## src/parityRam_settings.svh

```systemverilog
// build-time settings for the parity protected block RAM
// include this ahead of the package and in every RTL file that sizes
// a port or a loop from these values
`ifndef PARITYRAM_SETTINGS_SVH
`define PARITYRAM_SETTINGS_SVH

// word address width, 10 bits gives 1024 words
`define RAM_ADDR_WIDTH 10

// data bits per word, parity bits ride alongside
`define RAM_DATA_WIDTH 32

// bytes per word, also one even parity bit per byte
`define RAM_BYTES 4

// 0 selects read-first, 1 selects write-first on both ports
`define RAM_WRITE_FIRST 0

`endif
```

## src/parityRamPkg.sv

```systemverilog
// shared types for the parity protected block RAM
// modules pull these in with a wildcard import in their header,
// widths come from the settings header
`include "parityRam_settings.svh"

package parityRamPkg;

	// word address into the array
	typedef logic [`RAM_ADDR_WIDTH-1:0] addrT;
	// data field of one word
	typedef logic [`RAM_DATA_WIDTH-1:0] dataT;
	// one even parity bit per byte
	typedef logic [`RAM_BYTES-1:0] parityT;
	// per-byte write enables
	typedef logic [`RAM_BYTES-1:0] byteEnT;

	// write request from the outside
	typedef struct packed {
		addrT addr;
		dataT data;
		byteEnT byteEn;
		// set bits flip the stored parity of that byte
		parityT injectMask;
	} wrReqT;

	// read response back to the outside
	typedef struct packed {
		dataT data;
		// one bit per byte whose check failed
		parityT parityError;
	} rdRespT;

	// even parity of each byte, bit i covers data[8*i+7:8*i]
	function automatic parityT byteParity(input dataT data);
		parityT par;
		for (int i = 0; i < `RAM_BYTES; i++) begin
			par[i] = ^data[i*8 +: 8];
		end
		return par;
	endfunction

endpackage

```

## src/parityChecker.sv

```systemverilog
// read side of the parity RAM
// forwards a strobed read address straight to port B, then checks the
// returned word one cycle later by recomputing the byte parity
// rdValid comes two cycles after rdStrobe, one read per cycle at most
`timescale 1ns/100ps
`include "parityRam_settings.svh"

module parityChecker
	import parityRamPkg::*;
(
	input logic clk,
	input logic reset,
	input logic rdStrobe,
	input addrT rdAddr,
	// port B read word, {parity, data}
	input logic [`RAM_DATA_WIDTH+`RAM_BYTES-1:0] ramWord,
	output addrT ramAddr,
	output logic ramCke,
	output logic rdValid,
	output rdRespT rdResp
);

	// word split into its fields
	dataT wordData;
	parityT wordParity;
	// high while the primitive output holds a requested word
	logic wordValid;

	assign wordData = ramWord[`RAM_DATA_WIDTH-1:0];
	assign wordParity = ramWord[`RAM_DATA_WIDTH+`RAM_BYTES-1:`RAM_DATA_WIDTH];

	// address goes out in the strobe cycle
	assign ramAddr = rdAddr;
	assign ramCke = rdStrobe;

	// two stage valid pipeline
	always_ff @(posedge clk) begin
		if (reset) begin
			wordValid <= 1'b0;
			rdValid <= 1'b0;
		end else begin
			// stage one, primitive has registered the word
			wordValid <= rdStrobe;
			// stage two, result registered below
			rdValid <= wordValid;
		end
	end

	// result capture
	always_ff @(posedge clk) begin
		if (wordValid) begin
			rdResp.data <= wordData;
			// mismatch of stored against recomputed parity
			rdResp.parityError <= wordParity ^ byteParity(wordData);
		end
	end

endmodule

```

## config.mk

```make
export PLATFORM = sky130hd
export DESIGN_NAME = parityChecker
export DESIGN_NICKNAME = d
export VERILOG_FILES = /design/src/parityRamPkg.sv /design/src/parityChecker.sv
export VERILOG_INCLUDE_DIRS = /design/src
export SDC_FILE = /design/constraint.sdc
export NUM_CORES = 1
export LEC_CHECK = 0
export BUFFER_PORTS_ARGS = -buffer_cell sky130_fd_sc_hd__buf_2
export CAP_MARGIN = 10
export CORE_ASPECT_RATIO = 1.5
export CORE_UTILIZATION = 45
export DETAILED_ROUTE_END_ITERATION = 16
export PLACE_DENSITY = 0.84
export SYNTH_ARGS = -nofsm -noshare
export SYNTH_HDL_FRONTEND = slang
export SYNTH_SLANG_ARGS = --single-unit
export TNS_END_PERCENT = 1
```

## constraint.sdc

```tcl
create_clock -name clk -period 2.5 [get_ports clk]
set_input_delay 0.625 -clock clk [delete_from_list [all_inputs] [get_ports clk]]
set_output_delay 0.625 -clock clk [all_outputs]
set_load 0.01 [all_outputs]
```

Word level (Yosys, flattened, before mapping):

Index checks and enable logic that the tools add are counted.

* flip-flop bits (word level): 38
* bits in latches: 0
* RAM bits: 0
* bits in read-only memories: 0
* input bits: 49
* output and inout port bits: 48
* memories kept: 0

* add/sub/neg operators: 0
* multiply operators: 0
* divide/modulo/power cells: 0
* $lt $le $gt $ge: 0
* equality and inequality tests: 0
* shifts and indexed selects: 0
* mux-type cells: 0
* bitwise gates (word level): 1
* reduce and logical (&&, ||, !) cells: 4

Operators by type and width (number)
* $reduce_xor A8 Y1: 4
* $xor A4 B4 Y4: 1

Depth between registers and ports, before layout:

* word-level depth: 2
* mapped depth: 3
* gate-level depth less buffers: 3

Worst setup path before layout:

No wires, ideal clock.

* path kind: input-to-reg
* start: in ramWord[2]
* end: reg rdResp[0] in the netlist's numbering (data pin)
* library setup time: 0.258 ns
* data arrival time: 1.282 ns
* data required time: 2.242 ns
* slack: 0.961 ns
* cell stages on the path: 3
* path through: xnor2_1 > xnor3_1 > xnor2_1

* cells in the longest elaborated chain, start to end: 2

RTL lines
* start: declaration: RTL line parityChecker.sv:16 `` input logic [`RAM_DATA_WIDTH+`RAM_BYTES-1:0] ramWord, ``
* $reduce_xor A8 Y1: RTL line parityRamPkg.sv:37 `par[i] = ^data[i*8 +: 8];`
* $xor A4 B4 Y4: RTL line parityChecker.sv:54 `rdResp.parityError <= wordParity ^ byteParity(wordData);`
* end: declaration: RTL line parityChecker.sv:20 `output rdRespT rdResp`

Every way passes these cells.
A chain may end at the register's enable or synchronous reset.

Worst setup path in the final report:

* start: in rdStrobe
* end: out ramCke

RTL lines
* start: declaration: RTL line parityChecker.sv:13 `input logic rdStrobe,`
* end: declaration: RTL line parityChecker.sv:18 `output logic ramCke,`

No word-level cell between the ends.

==> metrics.cfg <==
[placement]
place_area_um2 = 1900
port_buffers = 76
place_congestion = 0.671

[floorplanning]
die_h_um = 73.8
core_area_um2 = 3220
io_pins = 97
initial_core_util_pct = 48.0
design.die.area_um2 = 3680
rows = 25
die-width_um = 49.9

[timing]
finalCritPeriodShare_pct = 59.3
max_freq_ghz = 0.674
finalCriticalPeriod_ps = 1480
hold_viol = 0
report.final.setup_viol = 0
drv_slew = 0
tns_ps = 0
skew_ps = 4.39
rsz0062_at_grt = no
tightestPinTransition_ps = 449
slew_headroom_pct = 70.1

[critical_path]
crit_arrival_ps = 860
timing_worst_setup_path_type = in -> out
cp.depth = 2
cp_num_buf_inv = 2
cp_slowest_cell = buf_2
rr_worst_depth = 1
critical_path.max_fanout = 2
crit_top_cell = buf_2
start_kind = primary input
crit_chain = buf_2 -> buf_2
crit_required_ps = 1880
crit_path_end_kind = output pin
max_stage_delay_ps = 130
critical_path.top_delay_family = buffers and inverters

[clocking]
cts_buffers = 5
post_cts_buffers = 0
clk-insertion-delay-late_ps = 290
cts_buffer_depth = 2
clock-sinks = 38
clk_pin_slew_ps = 70
clockRootBuffer = clkbuf_8
post_cts_resize_count = 0
holdBufCountCts = 0
cts-htree-levels = 2
cts_tree = done

[worst_hold_path]
hold_depth = 2
hp-class = in -> reg

[global_route]
first_global_vias = 942
overflow = 0
antenna_found_initial = 0
grt_pass1_wl_um = 4150
grt_max_degree = 38
grt_use_total_pct = 16.4

[logic_synthesis]
synth_area_per_cell_um2 = 19.6
ys.warnings.count = 0
yosysTopAreaCellShare_pct = 69.9
syn_area_um2 = 1550
synth_seq_area_share_pct = 72.5
synthTopCellsByArea = edfxtp_1 70%, xnor2_1 9.1%, xnor3_1 5.8%
syn-num-nets = 128
ys_types = 8
synth_area_leader_cell = edfxtp_1
synth-seq-cells = 38
syn_inst = 79

[finish]
regArea_um2 = 1120
drive_gt1_share_pct = 56.9
antenna_cells = 0
utilization_pct = 61.6
finalInstanceArea_um2 = 1980
final_common_cell = buf_2
filler_cell_count = 270
area_growth_pct = 28.2
multi_input_area_um2 = 343
final_cell_mix = 76 x buf_2, 36 x edfxtp_1, 16 x xnor2_1
fin_nets = 201

[power_and_ir_drop]
p_per_area_nw_per_um2 = 679
ir_worst_vdd_mv = 0.486
cellLeakagePower_uw = 0.000850
power_uw = 1350

[drt]
drt.antenna.violating_nets = 0
drcViolationCount = 0
wl_met3_um = 279
avgViaCountPerCell = 4.58
firstDrtPassIters = 3
met1_length_um = 916
routed-wl-met2_um = 1330
via_count = 884
top_layer_used = met4
wire_per_inst_um = 13.5
drtIter0Drc = 17
wl_um = 2600

[job]
cap_violations = 0

[outcome]
outcome = complete, no violations

## power by group
| group | switching, uW | total (uW) | internal, uW |
|---|---|---|---|
| Sequential | 6.68 | 750 | 743 |
| Clock | 197 | 388 | 191 |
| Combinational | 91.8 | 208 | 117 |
| Total | 296 | 1350 | 1050 |
## flip-flops by register name, indices dropped and copies added, names as in the netlist
name and flops:
rdValid 1, rdResp 36, wordValid 1
## synthesized netlist by cell type, drive strengths merged
master and number:
xnor3 4, xnor2 20, buf 11, dfxtp 2, xor2 4, edfxtp 36
nor2b 2
## cell families after synthesis
| logic type | count (synthesis) | synth area share (%) |
|---|---|---|
| flip-flops | 38 | 72.5 |
| XOR/XNOR | 28 | 21.4 |
| buffers and inverters | 11 | 5.34 |
| AND/OR/NAND/NOR | 2 | 0.809 |
## metal layers
metal,track usage (%),up-vias
li1,-,413
met1,15.3,402
met2,26.9,61
met3,9.94,8
met4,10.2,0
met5,0,-
## final timing paths
kind | start | to | slack, ps
worst max-delay path | rdStrobe | ramCke | 1020
worst min-delay path | reset | rdValid | 500
worst max register to register | wordValid | rdResp[19] | 1430
worst min register to register | wordValid | rdResp[15] | 790
## stage by stage
stage	hold WS [ps]	std cells	setup slack (ps)
2_1_floorplan	697	79	961
3_3_place_gp	762	185	816
3_5_place_dp	776	185	762
4_1_cts	495	193	1010
5_1_grt	497	193	1000
6_report	497	193	1020
## final cells by class
class                      instances  share of cell area, %
timing repair buffer              77                   19.6
multi-input combinational         30                   17.3
clock inverter                     2                  0.442
sequential                        38                   56.5
clock buffer                       6                   3.66
tap                               40                   2.52
Power figures use the tool's default switching activity.
