[src/parityRam_settings.svh]
// build-time settings for the parity protected block RAM
// include this ahead of the package and in every RTL file that sizes
// a port or a loop from these values
`ifndef PARITYRAM_SETTINGS_SVH
`define PARITYRAM_SETTINGS_SVH

// word address width, 10 bits gives 1024 words
`define RAM_ADDR_WIDTH 10

// data bits per word, parity bits ride alongside
`define RAM_DATA_WIDTH 32

// bytes per word, also one even parity bit per byte
`define RAM_BYTES 4

// 0 selects read-first, 1 selects write-first on both ports
`define RAM_WRITE_FIRST 0

`endif
[src/parityRamPkg.sv]
// shared types for the parity protected block RAM
// modules pull these in with a wildcard import in their header,
// widths come from the settings header
`include "parityRam_settings.svh"

package parityRamPkg;

	// word address into the array
	typedef logic [`RAM_ADDR_WIDTH-1:0] addrT;
	// data field of one word
	typedef logic [`RAM_DATA_WIDTH-1:0] dataT;
	// one even parity bit per byte
	typedef logic [`RAM_BYTES-1:0] parityT;
	// per-byte write enables
	typedef logic [`RAM_BYTES-1:0] byteEnT;

	// write request from the outside
	typedef struct packed {
		addrT addr;
		dataT data;
		byteEnT byteEn;
		// set bits flip the stored parity of that byte
		parityT injectMask;
	} wrReqT;

	// read response back to the outside
	typedef struct packed {
		dataT data;
		// one bit per byte whose check failed
		parityT parityError;
	} rdRespT;

	// even parity of each byte, bit i covers data[8*i+7:8*i]
	function automatic parityT byteParity(input dataT data);
		parityT par;
		for (int i = 0; i < `RAM_BYTES; i++) begin
			par[i] = ^data[i*8 +: 8];
		end
		return par;
	endfunction

endpackage

[src/parityEncoder.sv]
// write side of the parity RAM
// registers each strobed write request, adds even parity per byte
// and flips the parity bits chosen by the injection mask
// outputs drive port A of the RAM wrapper one cycle after the strobe
`timescale 1ns/100ps
`include "parityRam_settings.svh"

module parityEncoder
	import parityRamPkg::*;
(
	input logic clk,
	input logic reset,
	input logic wrStrobe,
	input wrReqT wrReq,
	output logic [`RAM_DATA_WIDTH+`RAM_BYTES-1:0] ramWord,
	output addrT ramAddr,
	output logic ramCke,
	output byteEnT ramByteEn
);

	// parity as it will be stored, errors injected here
	parityT storedParity;

	assign storedParity = byteParity(wrReq.data) ^ wrReq.injectMask;

	// control, one cycle per strobe
	always_ff @(posedge clk) begin
		if (reset) begin
			ramCke <= 1'b0;
			ramByteEn <= '0;
		end else begin
			ramCke <= wrStrobe;
			// no stray byte writes between requests
			ramByteEn <= wrStrobe ? wrReq.byteEn : '0;
		end
	end

	// payload, only loaded on a strobe
	always_ff @(posedge clk) begin
		if (wrStrobe) begin
			ramAddr <= wrReq.addr;
			ramWord <= {storedParity, wrReq.data};
		end
	end

endmodule

[config.mk]
export PLATFORM = sky130hd
export DESIGN_NAME = parityEncoder
export DESIGN_NICKNAME = d
export VERILOG_FILES = /design/src/parityRamPkg.sv /design/src/parityEncoder.sv
export VERILOG_INCLUDE_DIRS = /design/src
export SDC_FILE = /design/constraint.sdc
export NUM_CORES = 1
export LEC_CHECK = 0
export ABC_AREA = 0
export ABC_CLOCK_PERIOD_IN_PS = 4050
export BUFFER_PORTS_ARGS = -buffer_cell sky130_fd_sc_hd__buf_2
export CORE_MARGIN = 2
export CORE_UTILIZATION = 44
export DETAILED_ROUTE_END_ITERATION = 10
export PLACE_DENSITY = 0.78
export SETUP_SLACK_MARGIN = 0.15
export SKIP_CTS_REPAIR_TIMING = 1
export SLEW_MARGIN = 20
export SYNTH_ARGS = -nofsm -noshare
export SYNTH_HDL_FRONTEND = slang
export SYNTH_SLANG_ARGS = --single-unit
[constraint.sdc]
create_clock -name clk -period 4.05 [get_ports clk]
set_clock_uncertainty 0.15 [all_clocks]
set_input_delay 0.81 -clock clk [delete_from_list [all_inputs] [get_ports clk]]
set_output_delay 0.81 -clock clk [all_outputs]
set_load 0.01 [all_outputs]
* After elaboration in Yosys (flattened, before gate mapping) *
Cells that the tools add are included.

word-level totals
  latch bits = 0
  bits of input ports = 53
  RAM bits = 0
  logic and storage cells = 11
  bits in registers = 51
  output and inout port bits = 51
  memories kept = 0
  ROM bits = 0

cells by class
  divide/modulo/power cells = 0
  multipliers = 0
  bitwise logic cells = 2
  reduce and logical (&&, ||, !) cells = 5
  $lt $le $gt $ge = 0
  shift-type cells = 0
  equality and inequality tests = 0
  add/subtract/negate cells = 0
  muxes and demuxes = 0

operator list
  kind                count
  parity 8 bit        4
  bitwise XOR 4 bit   1
  OR reduction 2 bit  1
  NOT 1 bit           1

* Logic depth before layout (Yosys ltp) *
Gate-level depths: netlist (run 1).

  word-level depth = 2
  gate-level depth with buffers = 3
  mapped depth without buffers = 3

* Least setup slack after synthesis (run 1) *
Ideal clock, no wire load.

  path type = input port to flip-flop
  start = in wrReq[10] (netlist bit)
  end = reg ramWord[32], data pin
  path buffers = 0
  library setup time = 0.258 ns
  data arrival time = 1.467 ns
  data required time = 3.642 ns
  setup slack = 2.176 ns
  stages on the path = 3
  cells stage by stage = xnor2_1 xnor3_1 xnor2_1

between the ends
  cells in the longest elaborated chain, start to end = 2

RTL lines
  item                       RTL line             RTL
  start, declared            parityEncoder.sv:14  input wrReqT wrReq,
  parity 8 bit               parityRamPkg.sv:37   par[i] = ^data[i*8 +: 8];
  bitwise XOR 4 bit          parityEncoder.sv:24  assign storedParity = byteParity(wrReq.data) ^ wrReq.injectMask;
  named net storedParity[0]  parityEncoder.sv:22  parityT storedParity;
  end signal, assigned       parityEncoder.sv:42  ramWord <= {storedParity, wrReq.data};
  end, declared              parityEncoder.sv:15  output logic [`RAM_DATA_WIDTH+`RAM_BYTES-1:0] ramWord,

The timed path passes the listed nets, and every way through them passes these cells.
A chain may end at the register's enable or synchronous reset.

* Worst setup path after layout (run 1) *
  start = in wrStrobe
  end = reg ramByteEn[2]

between the ends
  cells in the longest elaborated chain, start to end = 2

RTL lines
  item                                 RTL line             RTL
  start, declared                      parityEncoder.sv:13  input logic wrStrobe,
  NOT 1 bit (no source line)           n/a
  OR reduction 2 bit (no source line)  n/a
  end signal, assigned                 parityEncoder.sv:34  ramByteEn <= wrStrobe ? wrReq.byteEn : '0;
  end, declared                        parityEncoder.sv:18  output byteEnT ramByteEn

Every way passes these cells.

==> results.sh, run 1 <==
export IMPL_status="complete, no violations"
export IMPL_synth_seq_area_share=0.804
export IMPL_p_total_mw=1.11
export IMPL_drv_slew=0
export IMPL_clk_pin_slew_ns=0.09
export IMPL_dr_pass1_iters=4
export IMPL_min_period_ns=1.96
export IMPL_diodes=0
export IMPL_finalHoldViolations=0
export IMPL_wl_um=3190
export IMPL_wl_met1_um=1110
export IMPL_cts_tree="yes"
export IMPL_grt_antenna_before_repair=0
export IMPL_grtUsageTotal=0.136
export IMPL_ir_worst_vdd_mv=0.284
export IMPL_cts_sinks=51
export IMPL_ys_seq_elements=51
export IMPL_ios=104
export IMPL_synth_cell_area_sq_mm=0.00184
export IMPL_drtIter0Drc=65
export IMPL_syn_inst=84
export IMPL_final_layout_size_suffix_gt1_frac=0.585
export IMPL_place_gp_congestion=0.642
export IMPL_cp_max_fo=47
export IMPL_power_leakage_nw=1.11
export IMPL_synthesis_nets=137
export IMPL_whs_ns=0.533
export IMPL_wl_per_cell_um=13.0
export IMPL_grt_pass1_vias=1027
export IMPL_cp_arrival_ns=2.05
export IMPL_synth_cell_types=8
export IMPL_power_density_mw_per_mm2=441
export IMPL_wl_met3_um=451
export IMPL_wl_met2_um=1570
export IMPL_yosysWarningCount=0
export IMPL_fin_nets=247
export IMPL_rows=23
export IMPL_startpoint_type="input pin"
export IMPL_path_class="in2reg"
export IMPL_cts_htree_levels=2
export IMPL_tns_ns=0
export IMPL_stdcell_count=245
export IMPL_avgSynthCellArea_sq_um=21.9
export IMPL_rsz0062_at_grt="false"
export IMPL_required_ns=4.14
export IMPL_worstMarginPinSlew_ns=0.994
export IMPL_drv_cap=0
export IMPL_top_layer="met4"
export IMPL_die_area_sq_mm=0.00472
export IMPL_hold_class="in2reg"
export IMPL_crit_path_end_kind="flip-flop"
export IMPL_fmax_mhz=510
export IMPL_area_growth_pct=36.3
export IMPL_route_detailed_drc=0
export IMPL_gr_total_overflow=0
export IMPL_initial_core_util=0.457
export IMPL_place_ws_ns=1.75
export IMPL_maxSlewHeadroom=0.337
export IMPL_finalSetupViolCount=0
export IMPL_min_period_over_period=0.484
export IMPL_clockRootBuffer="clkbuf_8"
export IMPL_portBuffers=103
export IMPL_core_area_sq_mm=0.00403
export IMPL_cts_inserted_buffers=5
export IMPL_clockBufferDepth=2
export IMPL_vias_per_cell=4.39
export IMPL_grt_pass1_wl_um=4410
export IMPL_grt_max_degree=48
export IMPL_dp_cells=237
export IMPL_routed_via_count=1076
export IMPL_ant_nets=0
export IMPL_dieHeight_um=68.7
export IMPL_setup_ws_ns=2.09
export IMPL_die_x_um=68.7
[worst max-delay path, stage by stage]
cell and delay [ns]:
buf_2 0.74, nor2b_1 0.32, and2_1 0.16
[layout make-up]
class,count,area (sq um)
clock buffers,7,86.3
fillers,314,1520
flip-flops and latches,51,1480
repair buffers,103,515
multi-input cells,33,362
well taps,50,62.6
clock inverters,1,5.00
[logic make-up (layout without fill, tap and decap cells)]
group         Yosys count  count (layout)  share of synthesized area
buf+inv                 0             111                          0
flops                  51              51                      0.804
xor+xnor               28              28                      0.179
simple gates            5               5                     0.0170
[power by group]
group / internal, mW / switching [mW] / leakage (nW)
Sequential: 0.630 / 0.0111 / 0.491
Clock: 0.138 / 0.151 / 0.0482
Combinational: 0.0942 / 0.0839 / 0.568
[final timing paths]
path | startpoint | cells after the start | slack [ns] | endpoint
max | wrStrobe | 3 | 2.09 | ramByteEn[2]
min | wrReq[48] | 1 | 0.53 | ramAddr[8]
[per-stage QoR]
step	utilization	area, sq um
after floorplan	-	1840
after global placement	0.601	2420
after detailed placement	0.601	2420
after CTS	0.624	2510
after global routing	0.624	2510
final	0.624	2510
[state kept, by name (all words and copies together) (netlist names)]
signal / count
ramWord: 36
ramAddr: 10
ramCke: 1
ramByteEn: 4
[Yosys cell counts (all sizes together)]
| cell | count | share of area |
|---|---|---|
| nor2b | 1 | 0.0034 |
| xnor2 | 20 | 0.11 |
| xor2 | 4 | 0.019 |
| and2 | 4 | 0.014 |
| dfxtp | 5 | 0.054 |
| edfxtp | 46 | 0.75 |
| xnor3 | 4 | 0.049 |
[layout by cell type (no fill, tap or decap)]
cell type and count:
buf_2 103, dfxtp_1 5, clkbuf_8 6, clkinv_2 1, edfxtp_1 46, and2_1 4, clkbuf_1 1, xnor3_1 4
xnor2_1 16, xnor2_2 4, xor2_1 4, nor2b_1 1
[layer usage]
layer	track usage	up-vias
met5	0	-
met4	0.0735	0
met3	0.0763	5
met2	0.222	68
met1	0.138	479
li1	-	524
Note: power is estimated with default switching activity, not from simulation.
==> run 2, diff against run 1 <==
- ABC_CLOCK_PERIOD_IN_PS: 4050 -> 1600
- CORE_UTILIZATION: 44 -> 39
- PLACE_DENSITY: 0.78 -> 0.73
- clock period: 4.05 -> 1.6 ns (I/O delays scaled with it)
==> run 2 against run 1 <==
Sequential power rose to 2.5 times the previous value. Cell count rose by 2.9%. First-iteration DRC count down 32%. Utilization decreased by 7.4 points. Global-route usage down 0.63 points. Flip-flop and latch count stayed put. Highest routed layer unchanged. Wire length up 6.0%. Sequential share of layout area shrank 0.78 points. Via count grew 2.5%.
==> results.sh, run 2 (synthesis gave the netlist of run 1 again) <==
export IMPL_worstMarginPinSlew_ns=0.254
export IMPL_hold_class="in2reg"
export IMPL_vias_per_cell=4.38
export IMPL_clockRootBuffer="clkbuf_8"
export IMPL_status="complete, no violations"
export IMPL_ant_nets=0
export IMPL_ir_worst_vdd_mv=0.460
export IMPL_fmax_mhz=762
export IMPL_layout_common_cells="buf_2, edfxtp_1, xnor2_1, clkbuf_8, dfxtp_1"
export IMPL_portBuffers=103
export IMPL_maxSlewHeadroom=0.829
export IMPL_finalHoldViolations=0
export IMPL_grt_pass1_wl_um=5090
export IMPL_finalSetupViolCount=0
export IMPL_place_gp_congestion=0.731
export IMPL_rows=25
export IMPL_cpPeakStageDelay_ns=0.39
export IMPL_clockBufferDepth=2
export IMPL_area_growth_pct=38.2
export IMPL_final_layout_size_suffix_gt1_frac=0.591
export IMPL_ios=104
export IMPL_drv_slew=0
export IMPL_initial_core_util=0.398
export IMPL_cts_tree="yes"
export IMPL_path_class="reg2out"
export IMPL_grt_pass1_vias=1079
export IMPL_power_share_sequential=0.583
export IMPL_min_period_over_period=0.821
export IMPL_sw_frac_of_total=0.227
export IMPL_drv_cap=0
export IMPL_wl_um=3380
export IMPL_cp_cell_sequence="buf_2"
export IMPL_die_x_um=72.7
export IMPL_comb_power_share=0.167
export IMPL_routed_via_count=1103
export IMPL_grt_max_degree=27
export IMPL_drtIter0Drc=44
export IMPL_cts_htree_levels=2
export IMPL_largest_register="ramWord"
export IMPL_power_density_mw_per_mm2=1090
export IMPL_critical_path_buf_inv_count=1
export IMPL_place_area_sq_mm=0.00246
export IMPL_final_common_cell="buf_2"
export IMPL_grt_antenna_before_repair=0
export IMPL_wl_per_cell_um=13.4
export IMPL_dp_hpwl_um=2650
export IMPL_rsz0062_at_grt="false"
export IMPL_tns_ns=0
export IMPL_setup_ws_ns=0.287
export IMPL_required_ns=1.13
export IMPL_die_area_sq_mm=0.00529
export IMPL_crit_path_end_kind="primary output"
export IMPL_grtUsageTotal=0.130
export IMPL_cts_inserted_buffers=5
export IMPL_cts_sinks=51
export IMPL_startpoint_type="flip-flop"
export IMPL_crit_family="flip-flops"
export IMPL_clk_pin_slew_ns=0.08
export IMPL_gr_total_overflow=0
export IMPL_top_regs="ramWord: 36 flops, ramAddr: 10 flops, ramByteEn: 4 flops"
export IMPL_clkPwrFrac=0.249
export IMPL_switchingPower_mw=0.631
export IMPL_dieHeight_um=72.7
export IMPL_fin_nets=250
export IMPL_cp_arrival_ns=0.84
export IMPL_place_ws_ns=0.0106
export IMPL_cp_slowest_cell="edfxtp_1"
export IMPL_power_leakage_nw=1.12
export IMPL_dr_pass1_iters=4
export IMPL_diodes=0
export IMPL_core_area_sq_mm=0.00463
export IMPL_min_period_ns=1.31
export IMPL_fin_area_sq_mm=0.00255
export IMPL_route_detailed_drc=0
export IMPL_p_int_mw=2.15
export IMPL_largest_reg_flops=36
export IMPL_cp_max_fo=1
-- run 2: cell type report --
class	count	area, sq um
clock buffer	6	72.6
clock inverter	2	12.5
fill	381	2080
multi-input combinational	33	362
sequential	51	1480
tap	54	67.6
timing repair buffer	106	551
-- run 2: worst paths after layout --
path | from | cells past startpoint | to
max | ramWord[31] | 1 | ramWord[31]
min | wrReq[40] | 1 | ramAddr[0]
-- run 2: layer usage --
layer	vias to the layer above	GRT usage	part of all wire
li1	532	-	-
met1	491	0.152	0.38
met2	73	0.217	0.48
met3	7	0.0497	0.12
met4	0	0.0494	0.015
met5	-	0	0
-- run 2: power by group through the flow --
stage	combinational, mW	sequential (mW)	clock (mW)
2_1_floorplan	0.157	1.73	0
3_3_place_gp	0.461	1.65	0
3_5_place_dp	0.471	1.65	0
4_1_cts	0.471	1.62	0.732
5_1_grt	0.505	1.63	0.780
6_report	0.465	1.62	0.692
-- run 2: per-stage QoR --
step | std cells | hold slack (ns) | total power [mW] | util
final | 252 | 0.0482 | 2.78 | 0.550
after global placement | 244 | 0.346 | 2.11 | 0.532
after floorplan | 84 | 0.269 | 1.88 | -
after CTS | 252 | 0.0342 | 2.83 | 0.550
after detailed placement | 244 | 0.349 | 2.12 | 0.532
after global routing | 252 | 0.0273 | 2.92 | 0.550
==> run 3, diff against run 2 <==
- ABC_AREA: 0 -> 1
- ABC_CLOCK_PERIOD_IN_PS: 1600 -> 1300
- CORE_UTILIZATION: 39 -> 44
- PLACE_DENSITY: 0.73 -> 0.76
- clock period: 1.6 -> 1.3 ns (I/O delays scaled with it)
==> run 3 against run 2 <==
Non-clock buffer count rose by 12. Cell count rose by 41%. Flip-flop and latch count did not move. First-iteration DRC count rose by 23%. Critical endpoint is now ramWord[1]. Sequential power rose by 22%. Die area fell by 1.2%.
==> results.sh, run 3 <==
export IMPL_final_util=0.658
export IMPL_min_period_over_period=0.976
export IMPL_portBuffers=103
export IMPL_wl_met1_um=1430
export IMPL_cts_inserted_buffers=5
export IMPL_comb_power_share=0.160
export IMPL_hold_class="in2reg"
export IMPL_power_density_mw_per_mm2=1240
export IMPL_ir_worst_vdd_mv=0.608
export IMPL_required_ns=0.89
export IMPL_clkPwrFrac=0.297
export IMPL_rsz0062_at_grt="true"
export IMPL_initial_core_util=0.465
export IMPL_grt_pass1_vias=1436
export IMPL_maxSlewHeadroom=0.854
export IMPL_ys_seq_elements=51
export IMPL_synth_seq_area_share=0.722
export IMPL_final_layout_size_suffix_gt1_frac=0.372
export IMPL_fmax_mhz=788
export IMPL_cp_max_fo=1
export IMPL_final_common_cell="buf_2"
export IMPL_route_detailed_drc=0
export IMPL_clockBufferDepth=2
export IMPL_yosysWarningCount=0
export IMPL_clockRootBuffer="clkbuf_8"
export IMPL_ant_nets=0
export IMPL_synth_edf_count=46
export IMPL_grt_max_degree=34
export IMPL_sw_frac_of_total=0.234
export IMPL_whs_path_depth=1
export IMPL_grt_antenna_before_repair=0
export IMPL_routed_via_count=1603
export IMPL_fin_nets=356
export IMPL_yosys_area_top_type="edfxtp_1"
export IMPL_cts_htree_levels=2
export IMPL_vias_per_cell=4.50
export IMPL_clk_pin_slew_ns=0.09
export IMPL_cts_tree="yes"
export IMPL_cp_slowest_cell="edfxtp_1"
export IMPL_p_total_mw=3.61
export IMPL_startpoint_type="flip-flop"
export IMPL_status="complete, no violations"
export IMPL_dieHeight_um=72.3
export IMPL_synth_cell_types=8
export IMPL_cp_arrival_ns=0.86
export IMPL_yosysTopAreaCellShare=0.673
export IMPL_whs_ns=0.0138
export IMPL_power_leakage_nw=1.48
export IMPL_cts_sinks=51
export IMPL_p_int_mw=2.77
export IMPL_finalSetupViolCount=0
export IMPL_drtIter0Drc=54
export IMPL_grt_pass1_wl_um=5950
export IMPL_cp_cell_sequence="buf_2"
export IMPL_drv_slew=0
export IMPL_top_layer="met4"
export IMPL_gr_total_overflow=0
export IMPL_largest_reg_flops=36
export IMPL_syn_inst=178
export IMPL_power_share_sequential=0.544
export IMPL_wl_per_cell_um=11.7
export IMPL_min_period_ns=1.27
export IMPL_synthTopCellsByCount="nand2_1, edfxtp_1, inv_1"
export IMPL_diodes=0
export IMPL_avgSynthCellArea_sq_um=11.5
export IMPL_place_gp_congestion=0.688
export IMPL_core_area_sq_mm=0.00441
export IMPL_ios=104
export IMPL_die_area_sq_mm=0.00523
export IMPL_synth_flop_cell="edfxtp_1"
export IMPL_synthesis_nets=231
export IMPL_wl_met3_um=409
export IMPL_synth_cell_area_sq_mm=0.00205
export IMPL_drv_cap=0
export IMPL_top_regs="ramWord: 36 flops, ramAddr: 10 flops, ramByteEn: 4 flops"
export IMPL_yosysMostFrequentCell="nand2_1"
export IMPL_area_growth_pct=41.4
export IMPL_dp_hpwl_um=3070
export IMPL_grtUsageTotal=0.148
export IMPL_crit_path_end_kind="primary output"
export IMPL_rows=24
export IMPL_worstMarginPinSlew_ns=0.218
export IMPL_async_reset_ff_frac=0
export IMPL_critical_path_buf_inv_count=1
export IMPL_dr_pass1_iters=4
export IMPL_finalHoldViolations=0
export IMPL_crit_cells=1
export IMPL_die_x_um=72.3
export IMPL_largest_register="ramWord"
export IMPL_layout_common_cells="buf_2, nand2_1, edfxtp_1, inv_1, dlygate4sd3_1"
export IMPL_crit_family="flip-flops"
export IMPL_ys_top_cells_by_area="edfxtp_1, nand2_1, inv_1"
export IMPL_cpPeakStageDelay_ns=0.40
export IMPL_path_class="reg2out"
export IMPL_wl_met2_um=2270
export IMPL_switchingPower_mw=0.846
export IMPL_wl_um=4150
[run 3: cell types whose count changed in the layout (fill, tap and decap cells not counted), sizes merged, moves of 4 or more]
cell         before  now
and2              4    0
xor2              4   10
nand2             0   60
xnor2            20    6
dlygate4sd3       0   13
inv               0   34
nor2              0    5
nand3             0   12
xnor3             4    0
[run 3: path summary, 6_finish.rpt]
kind / start / end / slack (ns)
worst max-delay path: ramWord[1] / ramWord[1] / 0.03
worst min-delay path: wrReq[16] / ramWord[8] / 0.01
[run 3: cells by family after synthesis]
logic type | count (synthesis) | synth area share
simple gates | 77 | 0.148
flops | 51 | 0.722
buf+inv | 34 | 0.0622
xor+xnor | 16 | 0.0682
[run 3: through the flow]
stage | setup slack, ns | cell area [sq um] | TNS, ns | cells
3_3_place_gp | 0.0119 | 2660 | 0 | 335
3_5_place_dp | -0.0330 | 2660 | -0.0371 | 335
5_1_grt | 0.00366 | 2900 | 0 | 356
2_1_floorplan | 0.193 | 2050 | 0 | 178
4_1_cts | 0.0355 | 2770 | 0 | 343
6_report | 0.0306 | 2900 | 0 | 356
[run 3: area by class of cell]
| class | instances | area (sq um) |
|---|---|---|
| Tap cell | 52 | 65.1 |
| Timing Repair Buffer | 118 | 673 |
| Multi-Input combinational cell | 93 | 444 |
| Clock inverter | 3 | 43.8 |
| Inverter | 34 | 128 |
| Fill cell | 358 | 1510 |
| Sequential cell | 51 | 1480 |
| Clock buffer | 5 | 68.8 |
[run 3: metal layers]
metal  up-vias  track usage
li1        810            -
met1       712        0.151
met2        77        0.270
met3         4       0.0639
met4         0       0.0503
met5         -            0
[run 3: power by group through the flow]
| stage | clock network [mW] | logic [mW] | registers [mW] |
|---|---|---|---|
| finish | 1.07 | 0.578 | 1.97 |
| global placement | 0 | 0.532 | 2.00 |
| floorplan | 0 | 0.175 | 2.09 |
| detailed placement | 0 | 0.552 | 2.00 |
| global route | 1.17 | 0.648 | 1.98 |
| CTS | 1.12 | 0.554 | 1.97 |
